## src/qla_pkg.sv

```systemverilog
package qla_pkg;

    // --------------------------------------------------
    // bus and data widths
    // --------------------------------------------------
    localparam int ADDR_W   = 16;                 // register address
    localparam int DATA_W   = 32;                 // register data
    localparam int NUM_AXES = 4;                  // motor axes on the QLA
    localparam int SAMPLE_W = 16;                 // adc and dac word
    localparam int AXIS_W   = $clog2(NUM_AXES);   // axis index

    // register address fields
    localparam int SPACE_MSB = 15;
    localparam int SPACE_LSB = 12;
    localparam int CHAN_MSB  = 7;                 // channel 0 is board, 1..4 axes
    localparam int CHAN_LSB  = 4;
    localparam int OFF_MSB   = 3;
    localparam int OFF_LSB   = 0;

    localparam logic [3:0] ADDR_MAIN = 4'd0;      // only space decoded

    // channel 0 offsets
    localparam logic [3:0] REG_STATUS  = 4'd0;
    localparam logic [3:0] REG_VERSION = 4'd1;

    // per-axis offsets
    localparam logic [3:0] OFF_ADC_DATA = 4'd0;   // pot and current
    localparam logic [3:0] OFF_DAC_CTRL = 4'd1;   // current command

    localparam logic [DATA_W-1:0] QLA_VERSION = 32'h514C_4131;   // ascii QLA1

    // status word layout
    localparam int STAT_ID_LSB   = 28;            // board id nibble
    localparam int STAT_PWR_BIT  = 19;            // power enable, same bit on write
    localparam int STAT_SAFE_LSB = 8;             // safety disable flags

    // --------------------------------------------------
    // dac serial link
    // --------------------------------------------------
    localparam logic [3:0] DAC_CMD_WRITE  = 4'b0011;   // write and update channel
    localparam int         DAC_FRAME_BITS = 24;        // cmd + axis + data
    localparam int         BIT_CNT_W      = $clog2(DAC_FRAME_BITS);

    // safety check
    localparam logic [SAMPLE_W-1:0] ADC_MIDSCALE  = 16'h8000;   // zero current
    localparam logic [SAMPLE_W-1:0] SAFETY_MARGIN = 16'h0200;
    localparam int                  SAFETY_COUNT  = 4;          // samples to trip
    localparam int                  SAFETY_CNT_W  = $clog2(SAFETY_COUNT + 1);

    // host write strobe with address and data
    typedef struct packed {
        logic              wen;
        logic [ADDR_W-1:0] addr;
        logic [DATA_W-1:0] data;
    } reg_write_t;

    // parallel adc sample for all axes
    typedef struct packed {
        logic                              ready;
        logic [NUM_AXES-1:0][SAMPLE_W-1:0] cur;
        logic [NUM_AXES-1:0][SAMPLE_W-1:0] pot;
    } adc_sample_t;

    // one axis feedback, also the readback word
    typedef struct packed {
        logic [SAMPLE_W-1:0] pot;
        logic [SAMPLE_W-1:0] cur;
    } axis_fb_t;

    typedef enum logic [2:0] {IDLE, LOAD, SHIFT_LO, SHIFT_HI, DONE} dac_state_e;

endpackage

```

## src/axis_monitor.sv

```systemverilog
`timescale 1ns/100ps

module axis_monitor
    import qla_pkg::*;
(
    input  logic                sysclk,
    input  logic                reset,
    input  logic                ready,           // new adc sample
    input  logic [SAMPLE_W-1:0] cur_in,
    input  logic [SAMPLE_W-1:0] pot_in,
    input  logic [SAMPLE_W-1:0] cur_cmd,         // dac command for this axis
    input  logic                clear_disable,
    output axis_fb_t            fb,
    output logic                safety_disable
);

    logic [SAMPLE_W-1:0]     cur_dev;   // |cur - mid|
    logic [SAMPLE_W-1:0]     cmd_dev;   // |cmd - mid|
    logic [SAMPLE_W-1:0]     cmd_dbl;
    logic [SAMPLE_W:0]       limit;     // one extra bit so the margin never wraps
    logic                    violate;
    logic [SAFETY_CNT_W-1:0] viol_cnt;  // consecutive bad samples

    // --------------------------------------------------
    // deviation compare
    // --------------------------------------------------
    assign cur_dev = (cur_in >= ADC_MIDSCALE) ? cur_in - ADC_MIDSCALE : ADC_MIDSCALE - cur_in;
    assign cmd_dev = (cur_cmd >= ADC_MIDSCALE) ? cur_cmd - ADC_MIDSCALE : ADC_MIDSCALE - cur_cmd;
    assign cmd_dbl = cmd_dev[SAMPLE_W-1] ? {SAMPLE_W{1'b1}}   // saturate
                                         : {cmd_dev[SAMPLE_W-2:0], 1'b0};
    assign limit   = {1'b0, cmd_dbl} + {1'b0, SAFETY_MARGIN};
    assign violate = {1'b0, cur_dev} > limit;

    // feedback latch
    always_ff @(posedge sysclk) begin
        if (reset) begin
            fb <= '{pot: ADC_MIDSCALE, cur: ADC_MIDSCALE};
        end else if (ready) begin
            fb <= '{pot: pot_in, cur: cur_in};
        end
    end

    // sticky trip, clear has priority
    always_ff @(posedge sysclk) begin
        if (reset) begin
            viol_cnt       <= '0;
            safety_disable <= 1'b0;
        end else if (clear_disable) begin
            viol_cnt       <= '0;
            safety_disable <= 1'b0;
        end else if (ready) begin
            if (!violate) begin
                viol_cnt <= '0;                          // good sample restarts count
            end else if (viol_cnt != SAFETY_CNT_W'(SAFETY_COUNT)) begin
                viol_cnt <= viol_cnt + 1'b1;
                if (viol_cnt == SAFETY_CNT_W'(SAFETY_COUNT - 1)) begin
                    safety_disable <= 1'b1;              // nth bad sample in a row
                end
            end
        end
    end

endmodule

```

## src/dac_ctrl.sv

```systemverilog
`timescale 1ns/100ps

module dac_ctrl
    import qla_pkg::*;
(
    input  logic                              sysclk,
    input  logic                              reset,
    input  reg_write_t                        bus_wr,
    output logic [NUM_AXES-1:0][SAMPLE_W-1:0] cur_cmd,
    output logic                              dac_csel,   // active low
    output logic                              dac_sclk,
    output logic                              dac_mosi
);

    logic [3:0]                wr_chan;
    logic                      dac_wr;
    logic [AXIS_W-1:0]         wr_axis;
    logic [NUM_AXES-1:0]       pending;     // axes waiting for a frame
    logic [AXIS_W-1:0]         load_axis;
    dac_state_e                state;
    logic [DAC_FRAME_BITS-1:0] shreg;
    logic [BIT_CNT_W-1:0]      bit_cnt;

    // --------------------------------------------------
    // write decode, channels 1..4 at OFF_DAC_CTRL
    // --------------------------------------------------
    assign wr_chan = bus_wr.addr[CHAN_MSB:CHAN_LSB];
    assign dac_wr  = bus_wr.wen
                  && (bus_wr.addr[SPACE_MSB:SPACE_LSB] == ADDR_MAIN)
                  && (wr_chan != 4'd0) && (wr_chan <= 4'(NUM_AXES))
                  && (bus_wr.addr[OFF_MSB:OFF_LSB] == OFF_DAC_CTRL);
    assign wr_axis = AXIS_W'(wr_chan - 4'd1);     // channel 1 is axis 0

    // lowest pending axis goes out first
    always_comb begin
        load_axis = '0;
        for (int i = NUM_AXES - 1; i >= 0; i--) begin
            if (pending[i]) begin
                load_axis = AXIS_W'(i);
            end
        end
    end

    // command store and pending flags
    always_ff @(posedge sysclk) begin
        if (reset) begin
            cur_cmd <= {NUM_AXES{ADC_MIDSCALE}};
            pending <= '0;
        end else begin
            if (state == LOAD) begin
                pending[load_axis] <= 1'b0;       // taken into the shifter
            end
            if (dac_wr) begin
                cur_cmd[wr_axis] <= bus_wr.data[SAMPLE_W-1:0];
                pending[wr_axis] <= 1'b1;         // newer write wins over the clear
            end
        end
    end

    // --------------------------------------------------
    // serial frame, sclk = sysclk / 2
    // --------------------------------------------------
    always_ff @(posedge sysclk) begin
        if (reset) begin
            state    <= IDLE;
            shreg    <= '0;
            bit_cnt  <= '0;
            dac_csel <= 1'b1;
            dac_sclk <= 1'b0;
        end else begin
            case (state)
                IDLE: begin
                    if (|pending) begin
                        state <= LOAD;
                    end
                end
                LOAD: begin
                    shreg    <= {DAC_CMD_WRITE, 4'(load_axis), cur_cmd[load_axis]};
                    bit_cnt  <= '0;
                    dac_csel <= 1'b0;             // first bit valid with csel
                    state    <= SHIFT_LO;
                end
                SHIFT_LO: begin
                    dac_sclk <= 1'b1;             // dac samples here
                    state    <= SHIFT_HI;
                end
                SHIFT_HI: begin
                    dac_sclk <= 1'b0;
                    shreg    <= {shreg[DAC_FRAME_BITS-2:0], 1'b0};   // next bit on falling edge
                    bit_cnt  <= bit_cnt + 1'b1;
                    state    <= (bit_cnt == BIT_CNT_W'(DAC_FRAME_BITS - 1)) ? DONE : SHIFT_LO;
                end
                DONE: begin
                    dac_csel <= 1'b1;             // frame ends
                    state    <= IDLE;
                end
                default: state <= IDLE;
            endcase
        end
    end

    assign dac_mosi = shreg[DAC_FRAME_BITS-1];    // msb first, zero when idle

endmodule

```

## src/board_regs.sv

```systemverilog
`timescale 1ns/100ps

module board_regs
    import qla_pkg::*;
(
    input  logic                sysclk,
    input  logic                reset,
    input  reg_write_t          bus_wr,
    input  logic [3:0]          wenid,           // rotary switch
    input  logic [NUM_AXES-1:0] safety_disable,
    output logic [DATA_W-1:0]   status,
    output logic [NUM_AXES-1:0] amp_enable,
    output logic [NUM_AXES-1:0] clear_disable    // one cycle per axis
);

    logic                status_wr;
    logic                pwr_en;      // board power
    logic [NUM_AXES-1:0] amp_en_q;    // requested amp enables
    logic [3:0]          board_id;

    assign board_id = ~wenid;         // switch is active low

    // --------------------------------------------------
    // status write decode
    // --------------------------------------------------
    assign status_wr = bus_wr.wen
                    && (bus_wr.addr[SPACE_MSB:SPACE_LSB] == ADDR_MAIN)
                    && (bus_wr.addr[CHAN_MSB:CHAN_LSB] == 4'd0)
                    && (bus_wr.addr[OFF_MSB:OFF_LSB] == REG_STATUS);

    always_ff @(posedge sysclk) begin
        if (reset) begin
            pwr_en        <= 1'b0;
            amp_en_q      <= '0;
            clear_disable <= '0;
        end else begin
            clear_disable <= '0;                                  // pulse only
            if (status_wr) begin
                pwr_en   <= bus_wr.data[STAT_PWR_BIT];
                amp_en_q <= bus_wr.data[NUM_AXES-1:0];
                // power on clears every axis, else just the enabled ones
                clear_disable <= bus_wr.data[STAT_PWR_BIT] ? {NUM_AXES{1'b1}}
                                                           : bus_wr.data[NUM_AXES-1:0];
            end
        end
    end

    // amp runs only with power and no safety trip
    assign amp_enable = amp_en_q & {NUM_AXES{pwr_en}} & ~safety_disable;

    // status word
    always_comb begin
        status                            = '0;
        status[STAT_ID_LSB +: 4]          = board_id;
        status[STAT_PWR_BIT]              = pwr_en;
        status[STAT_SAFE_LSB +: NUM_AXES] = safety_disable;   // live flags
        status[NUM_AXES-1:0]              = amp_en_q;
    end

endmodule

```

## src/reg_read_mux.sv

```systemverilog
`timescale 1ns/100ps

module reg_read_mux
    import qla_pkg::*;
(
    input  logic [ADDR_W-1:0]                 reg_raddr,
    input  logic [DATA_W-1:0]                 status,
    input  axis_fb_t [NUM_AXES-1:0]           fb,
    input  logic [NUM_AXES-1:0][SAMPLE_W-1:0] cur_cmd,
    output logic [DATA_W-1:0]                 reg_rdata
);

    logic [3:0]        space;
    logic [3:0]        chan;
    logic [3:0]        off;
    logic [AXIS_W-1:0] axis;

    assign space = reg_raddr[SPACE_MSB:SPACE_LSB];
    assign chan  = reg_raddr[CHAN_MSB:CHAN_LSB];
    assign off   = reg_raddr[OFF_MSB:OFF_LSB];
    assign axis  = AXIS_W'(chan - 4'd1);          // channel 1 is axis 0

    // zero for anything not mapped
    always_comb begin
        reg_rdata = '0;
        if (space == ADDR_MAIN) begin
            if (chan == 4'd0) begin               // board registers
                case (off)
                    REG_STATUS:  reg_rdata = status;
                    REG_VERSION: reg_rdata = QLA_VERSION;
                    default:     reg_rdata = '0;
                endcase
            end else if (chan <= 4'(NUM_AXES)) begin
                case (off)
                    OFF_ADC_DATA: reg_rdata = fb[axis];                  // pot : cur
                    OFF_DAC_CTRL: reg_rdata = DATA_W'(cur_cmd[axis]);    // zero extended
                    default:      reg_rdata = '0;
                endcase
            end
        end
    end

endmodule

```

## src/qla_top.sv

```systemverilog
`timescale 1ns/100ps

module qla_top
    import qla_pkg::*;
(
    input  logic                sysclk,
    input  logic                reset,
    input  reg_write_t          bus_wr,       // host write port
    input  logic [ADDR_W-1:0]   reg_raddr,    // host read address
    output logic [DATA_W-1:0]   reg_rdata,
    input  adc_sample_t         adc,          // parallel feedback
    input  logic [3:0]          wenid,
    output logic [NUM_AXES-1:0] amp_enable,
    output logic                dac_csel,
    output logic                dac_sclk,
    output logic                dac_mosi
);

    logic [NUM_AXES-1:0][SAMPLE_W-1:0] cur_cmd;          // dac commands
    axis_fb_t [NUM_AXES-1:0]           fb;               // latched feedback
    logic [NUM_AXES-1:0]               safety_disable;
    logic [NUM_AXES-1:0]               clear_disable;
    logic [DATA_W-1:0]                 status;

    // --------------------------------------------------
    // per-axis feedback and safety
    // --------------------------------------------------
    generate
        for (genvar i = 0; i < NUM_AXES; i++) begin : g_axis
            axis_monitor u_mon (
                .sysclk         (sysclk),
                .reset          (reset),
                .ready          (adc.ready),
                .cur_in         (adc.cur[i]),
                .pot_in         (adc.pot[i]),
                .cur_cmd        (cur_cmd[i]),
                .clear_disable  (clear_disable[i]),
                .fb             (fb[i]),
                .safety_disable (safety_disable[i])
            );
        end
    endgenerate

    // dac commands and serial link
    dac_ctrl u_dac (
        .sysclk   (sysclk),
        .reset    (reset),
        .bus_wr   (bus_wr),
        .cur_cmd  (cur_cmd),
        .dac_csel (dac_csel),
        .dac_sclk (dac_sclk),
        .dac_mosi (dac_mosi)
    );

    // channel 0
    board_regs u_chan0 (
        .sysclk         (sysclk),
        .reset          (reset),
        .bus_wr         (bus_wr),
        .wenid          (wenid),
        .safety_disable (safety_disable),
        .status         (status),
        .amp_enable     (amp_enable),
        .clear_disable  (clear_disable)
    );

    reg_read_mux u_rmux (
        .reg_raddr (reg_raddr),
        .status    (status),
        .fb        (fb),
        .cur_cmd   (cur_cmd),
        .reg_rdata (reg_rdata)
    );

endmodule

```

## config.mk

```make
export PLATFORM = sky130hd
export DESIGN_NAME = qla_top
export DESIGN_NICKNAME = d
export VERILOG_FILES = /design/src/qla_pkg.sv /design/src/axis_monitor.sv /design/src/dac_ctrl.sv /design/src/board_regs.sv /design/src/reg_read_mux.sv /design/src/qla_top.sv
export SDC_FILE = /design/constraint.sdc
export NUM_CORES = 1
export LEC_CHECK = 0
export BUFFER_PORTS_ARGS = -buffer_cell sky130_fd_sc_hd__buf_2
export CELL_PAD_IN_SITES_DETAIL_PLACEMENT = 0
export CELL_PAD_IN_SITES_GLOBAL_PLACEMENT = 1
export CORE_MARGIN = 2
export CORE_UTILIZATION = 35
export CTS_BUF_LIST = sky130_fd_sc_hd__clkbuf_4 sky130_fd_sc_hd__clkbuf_8
export DETAILED_ROUTE_END_ITERATION = 10
export PLACE_DENSITY = 0.75
export SYNTH_ARGS = -nofsm -noshare
export SYNTH_HDL_FRONTEND = slang
export SYNTH_SLANG_ARGS = --single-unit
```

## constraint.sdc

```tcl
create_clock -name sysclk -period 4.3 [get_ports sysclk]
set_clock_uncertainty 0.15 [all_clocks]
set_input_delay 0.86 -clock sysclk [delete_from_list [all_inputs] [get_ports sysclk]]
set_output_delay 0.86 -clock sysclk [all_outputs]
set_load 0.05 [all_outputs]
```

==> parameters.txt <==
Parameter                              Value

Status
  Outcome ... finished, final reports clean

Die
  Number of core rows ... 80
  Die height ... 223 um
  Core region area ... 47500 um^2
  Die Wd ... 223 um
  Die footprint ... 49700 um^2
  Initial Util ... 0.353
  Count of boundary I/O pins ... 239

STA
  Worst path setup slack after routing ... 218 ps
  Portion of the clock cycle consumed by the worst path in the final layout ... 0.949
  Minimum period implied by the final worst setup slack ... 4080 ps
  Number of slew-limit violations in the final report ... 0
  Final hold violations ... 0
  Setup-violating endpoint count in the final report ... 0
  Final-layout setup total negative slack ... 0 ps
  Max-Slew Margin vs Limit ... 0.236
  Fmax ... 0.245 GHz
  Actual transition at the worst max-transition pin ... 1150 ps

Place
  Half-perimeter wire length of the detailed placement result ... 44000 um
  Number of port buffers ... 215
  Worst Setup Slack post-DPL ... -91.7 ps
  GPL Wtd Cong ... 0.917
  DP Area ... 19000 um^2

Power
  Combinational Power Share ... 0.142
  P_leak ... 0.00871 uW
  Cell-internal power ... 4190 uW
  Clock share of power ... 0.426
  Cell area power density ... 287 nW/um^2
  Switching power summed over all nets ... 1590 uW
  Peak supply drop ... 0.171 mV
  Switching part of the total power ... 0.275
  Sequential share of power ... 0.433

Clock network
  Clock sink total ... 255
  CTS tree ... done
  Clk Latency, worst-skew pair ... 620 ps
  H-tree levels ... 2
  Clock-pin transition on the worst setup and hold timing paths ... 60 ps
  Clock Path Buffers ... 3
  Total clock buffers created by CTS ... 46
  Hold-fix buffers, CTS ... 0
  Root Buffer ... sky130_fd_sc_hd__clkbuf_8

Route
  Via count ... 15.6k
  Count of antenna-violating nets left after detailed routing ... 0
  Total wire length after detailed routing ... 56800 um
  TritonRoute pass-1 iters ... 6
  Average vias per placed instance ... 5.46
  First DRT Iteration DRCs ... 981
  WL/cell ... 19.9 um
  DR DRC count ... 0

Worst setup path
  Startpoint class of the critical path ... flip-flop
  Worst R2R Setup Slack ... 220 ps
  Worst flop-to-flop path startpoint ... u_dac.cur_cmd[39]
  Most frequent cell on the critical path ... sky130_fd_sc_hd__or4_1
  Top delay family on crit path ... simple AND/OR/NAND/NOR gates
  R2r worst-path depth ... 16
  CP endpoint kind ... flip-flop
  Highest net fanout along the worst path ... 8
  Data arrival at the endpoint of the critical path ... 4500 ps
  Largest stage delay on the critical path ... 610 ps
  Worst-path cell with the longest stage delay ... sky130_fd_sc_hd__or4_1
  Terminus of the critical flop-to-flop path ... g_axis[2].u_mon.safety_disable
  Critical setup path kind ... reg -> reg
  Crit path buf inv count ... 1
  CP Cell Sequence ... or4_1 > o41a_1 > a221oi_4 > nand3b_2 > nor2_1 > nand3_1 > xnor2_1 > ha_1 > nand4_1 > or4_1 > o21ai_0 > a221oi_2 > o41ai_4 > nor4_2 > buf_4 > a22o_1
  Required arrival time at the worst endpoint ... 4720 ps

Finish
  Share of layout cells above drive strength 1 ... 0.232
  Final core utilization ... 0.424
  Nets ... 2492
  Cell area after layout ... 20100 um^2
  Area growth from synthesis to layout ... 20.0%

Logic synthesis
  Share of the yosys chip area belonging to registers ... 0.304
  Proportion of synthesized flip-flops having asynchronous set or reset ... 0
  Cells after Synth ... 1980
  Area fraction of the dominant cell type after synthesis ... 0.304
  Count of different cell masters after synthesis ... 75
  Total of flip-flops plus latches after synthesis ... 255
  Commonest cells in the synthesized netlist ... sky130_fd_sc_hd__nor2_1, sky130_fd_sc_hd__dfxtp_1, sky130_fd_sc_hd__mux2i_1
  Cell area after synthesis ... 16800 um^2
  Synthesized area divided by synthesized cell count ... 8.48 um^2
  Synthesized net count ... 2270
  Dominant cells by area after synthesis ... sky130_fd_sc_hd__dfxtp_1, sky130_fd_sc_hd__mux2i_1, sky130_fd_sc_hd__nor2_1
  Number of synthesis warnings ... 0
  Leading area contributor after synthesis ... sky130_fd_sc_hd__dfxtp_1
  Most common flop cell mapped by yosys ... sky130_fd_sc_hd__dfxtp_1
  Count leader, synth ... sky130_fd_sc_hd__nor2_1
  EDFF count, synth ... 0

Min path
  Hold path cells ... 2
  Path type of the worst min-delay path ... reg -> reg
  End point of the worst hold path ... u_dac.shreg[6]
  Origin of the worst min-delay path ... u_dac.shreg[6]

GRT
  Remaining global-route overflow ... 0
  Overall Global Routing Usage ... 0.224
  Via count of the first global-routing pass ... 15.0k
  Wire length of the first global-routing pass ... 86800 um
  Number of antenna violations at the first check in global routing ... 6
  Maximum number of pins on one net before global-route repair ... 109

Run
  Max-capacitance violation count ... 0
==> registers in the layout, summed over array words and instances, names as in the netlist <==
| register | count |
|---|---|
| u_dac.dac_csel | 1 |
| u_dac.cur_cmd | 64 |
| u_dac.shreg | 24 |
| g_axis.u_mon.viol_cnt | 12 |
| u_dac.dac_sclk | 1 |
| u_dac.state | 3 |
| u_chan0.clear_disable | 4 |
| u_chan0.pwr_en | 1 |
| u_chan0.amp_en_q | 4 |
| u_dac.bit_cnt | 5 |
| g_axis.u_mon.fb | 128 |
| g_axis.u_mon.safety_disable | 4 |
| u_dac.pending | 4 |
==> metrics by stage <==
stage	power (uW)	cells	hold WS (ps)
after floorplan	3040	1980	277
after global placement	3330	2767	283
after detailed placement	3360	2767	289
after CTS	5830	2849	259
after global routing	6040	2854	281
final	5780	2854	295
==> power by group through the flow <==
stage	sequential, uW	combinational, uW	clock, uW
detailed placement	2550	808	0
global route	2510	906	2620
finish	2500	819	2460
CTS	2500	811	2520
floorplan	2520	521	0
global placement	2550	785	0
==> per-layer routing <==
metal | global-route usage | up-vias | share of wire
li1 | - | 7491 | -
met1 | 0.307 | 7535 | 0.45
met2 | 0.358 | 455 | 0.46
met3 | 0.0421 | 93 | 0.065
met4 | 0.0706 | 2 | 0.025
met5 | 0 | - | 0.00012
==> kinds of logic (layout without fill, tap and decap cells) <==
family,after synthesis,count (layout),synth area share
flops,255,255,0.304
other cells,0,3,0
mux,276,276,0.201
compound gates,321,321,0.123
buf+inv,216,472,0.0493
fa+ha+maj,90,90,0.0671
simple gates,713,713,0.198
xor+xnor,109,109,0.0569
==> how the worst max path moves through the flow <==
stage / start / endpoint / slack (ps) / cells after the start
after floorplan: reg_raddr[4] / reg_rdata[30] / 30 / 10
after global placement: adc[66] / g_axis[0].u_mon.safety_disable / -50 / 15
after detailed placement: adc[66] / g_axis[0].u_mon.safety_disable / -90 / 15
after CTS: u_dac.cur_cmd[34] / g_axis[2].u_mon.safety_disable / 20 / 15
after global routing: u_dac.cur_cmd[39] / g_axis[2].u_mon.viol_cnt[1] / -20 / 16
final: u_dac.cur_cmd[39] / g_axis[2].u_mon.safety_disable / 220 / 16
==> area by class of cell <==
type,instances,area (um^2)
diodes,3,7.51
fillers,4761,27400
well taps,615,769
flip-flops and latches,255,5110
multi-input cells,1509,11100
inverters,72,270
repair buffers,318,1910
clock buffers,72,891
clock inverters,10,100
==> worst register-to-register path, stage by stage, from the launching register on <==
cell,delay [ps]
sky130_fd_sc_hd__dfxtp_1,390
sky130_fd_sc_hd__or4_1,610
sky130_fd_sc_hd__o41a_1,380
sky130_fd_sc_hd__a221oi_4,290
sky130_fd_sc_hd__nand3b_2,170
sky130_fd_sc_hd__nor2_1,110
sky130_fd_sc_hd__nand3_1,110
sky130_fd_sc_hd__xnor2_1,220
sky130_fd_sc_hd__ha_1,280
sky130_fd_sc_hd__nand4_1,70
sky130_fd_sc_hd__or4_1,100
sky130_fd_sc_hd__o21ai_0,80
sky130_fd_sc_hd__a221oi_2,260
sky130_fd_sc_hd__o41ai_4,220
sky130_fd_sc_hd__nor4_2,300
sky130_fd_sc_hd__buf_4,170
sky130_fd_sc_hd__a22o_1,110
==> layout by cell type, fill, tap and decap left out, types with 9 or more instances in the layout <==
cell type                  count
sky130_fd_sc_hd__a21oi_2      10
sky130_fd_sc_hd__a31oi_1      21
sky130_fd_sc_hd__nand2b_1     24
sky130_fd_sc_hd__o21ai_0      45
sky130_fd_sc_hd__mux4_2       48
sky130_fd_sc_hd__mux2i_1     213
sky130_fd_sc_hd__nor2_1      338
sky130_fd_sc_hd__and3_1       18
sky130_fd_sc_hd__nand2_1      93
sky130_fd_sc_hd__nand3_1      48
sky130_fd_sc_hd__dfxtp_1     254
sky130_fd_sc_hd__and2_1        9
sky130_fd_sc_hd__buf_2       212
sky130_fd_sc_hd__nor2b_1      19
sky130_fd_sc_hd__a221oi_1     16
sky130_fd_sc_hd__xor2_1       74
sky130_fd_sc_hd__a41oi_1      11
sky130_fd_sc_hd__a211oi_1      9
sky130_fd_sc_hd__nor3_1       52
sky130_fd_sc_hd__nand4_1      19
sky130_fd_sc_hd__buf_4       100
sky130_fd_sc_hd__mux2_2       15
sky130_fd_sc_hd__nor4_1       20
sky130_fd_sc_hd__a211o_1      15
sky130_fd_sc_hd__inv_1        71
sky130_fd_sc_hd__clkbuf_4     16
sky130_fd_sc_hd__o21a_1        9
sky130_fd_sc_hd__a21oi_1     120
sky130_fd_sc_hd__clkbuf_8     56
sky130_fd_sc_hd__ha_1         89
sky130_fd_sc_hd__xnor2_1      35
==> what timing repair did <==
action | in CTS | in global routing
gates resized for setup | 0 | 16
buffers inserted | 0 | 2
endpoints found under the setup margin | 0 | 15
Note: power is estimated with default switching activity, not from simulation.
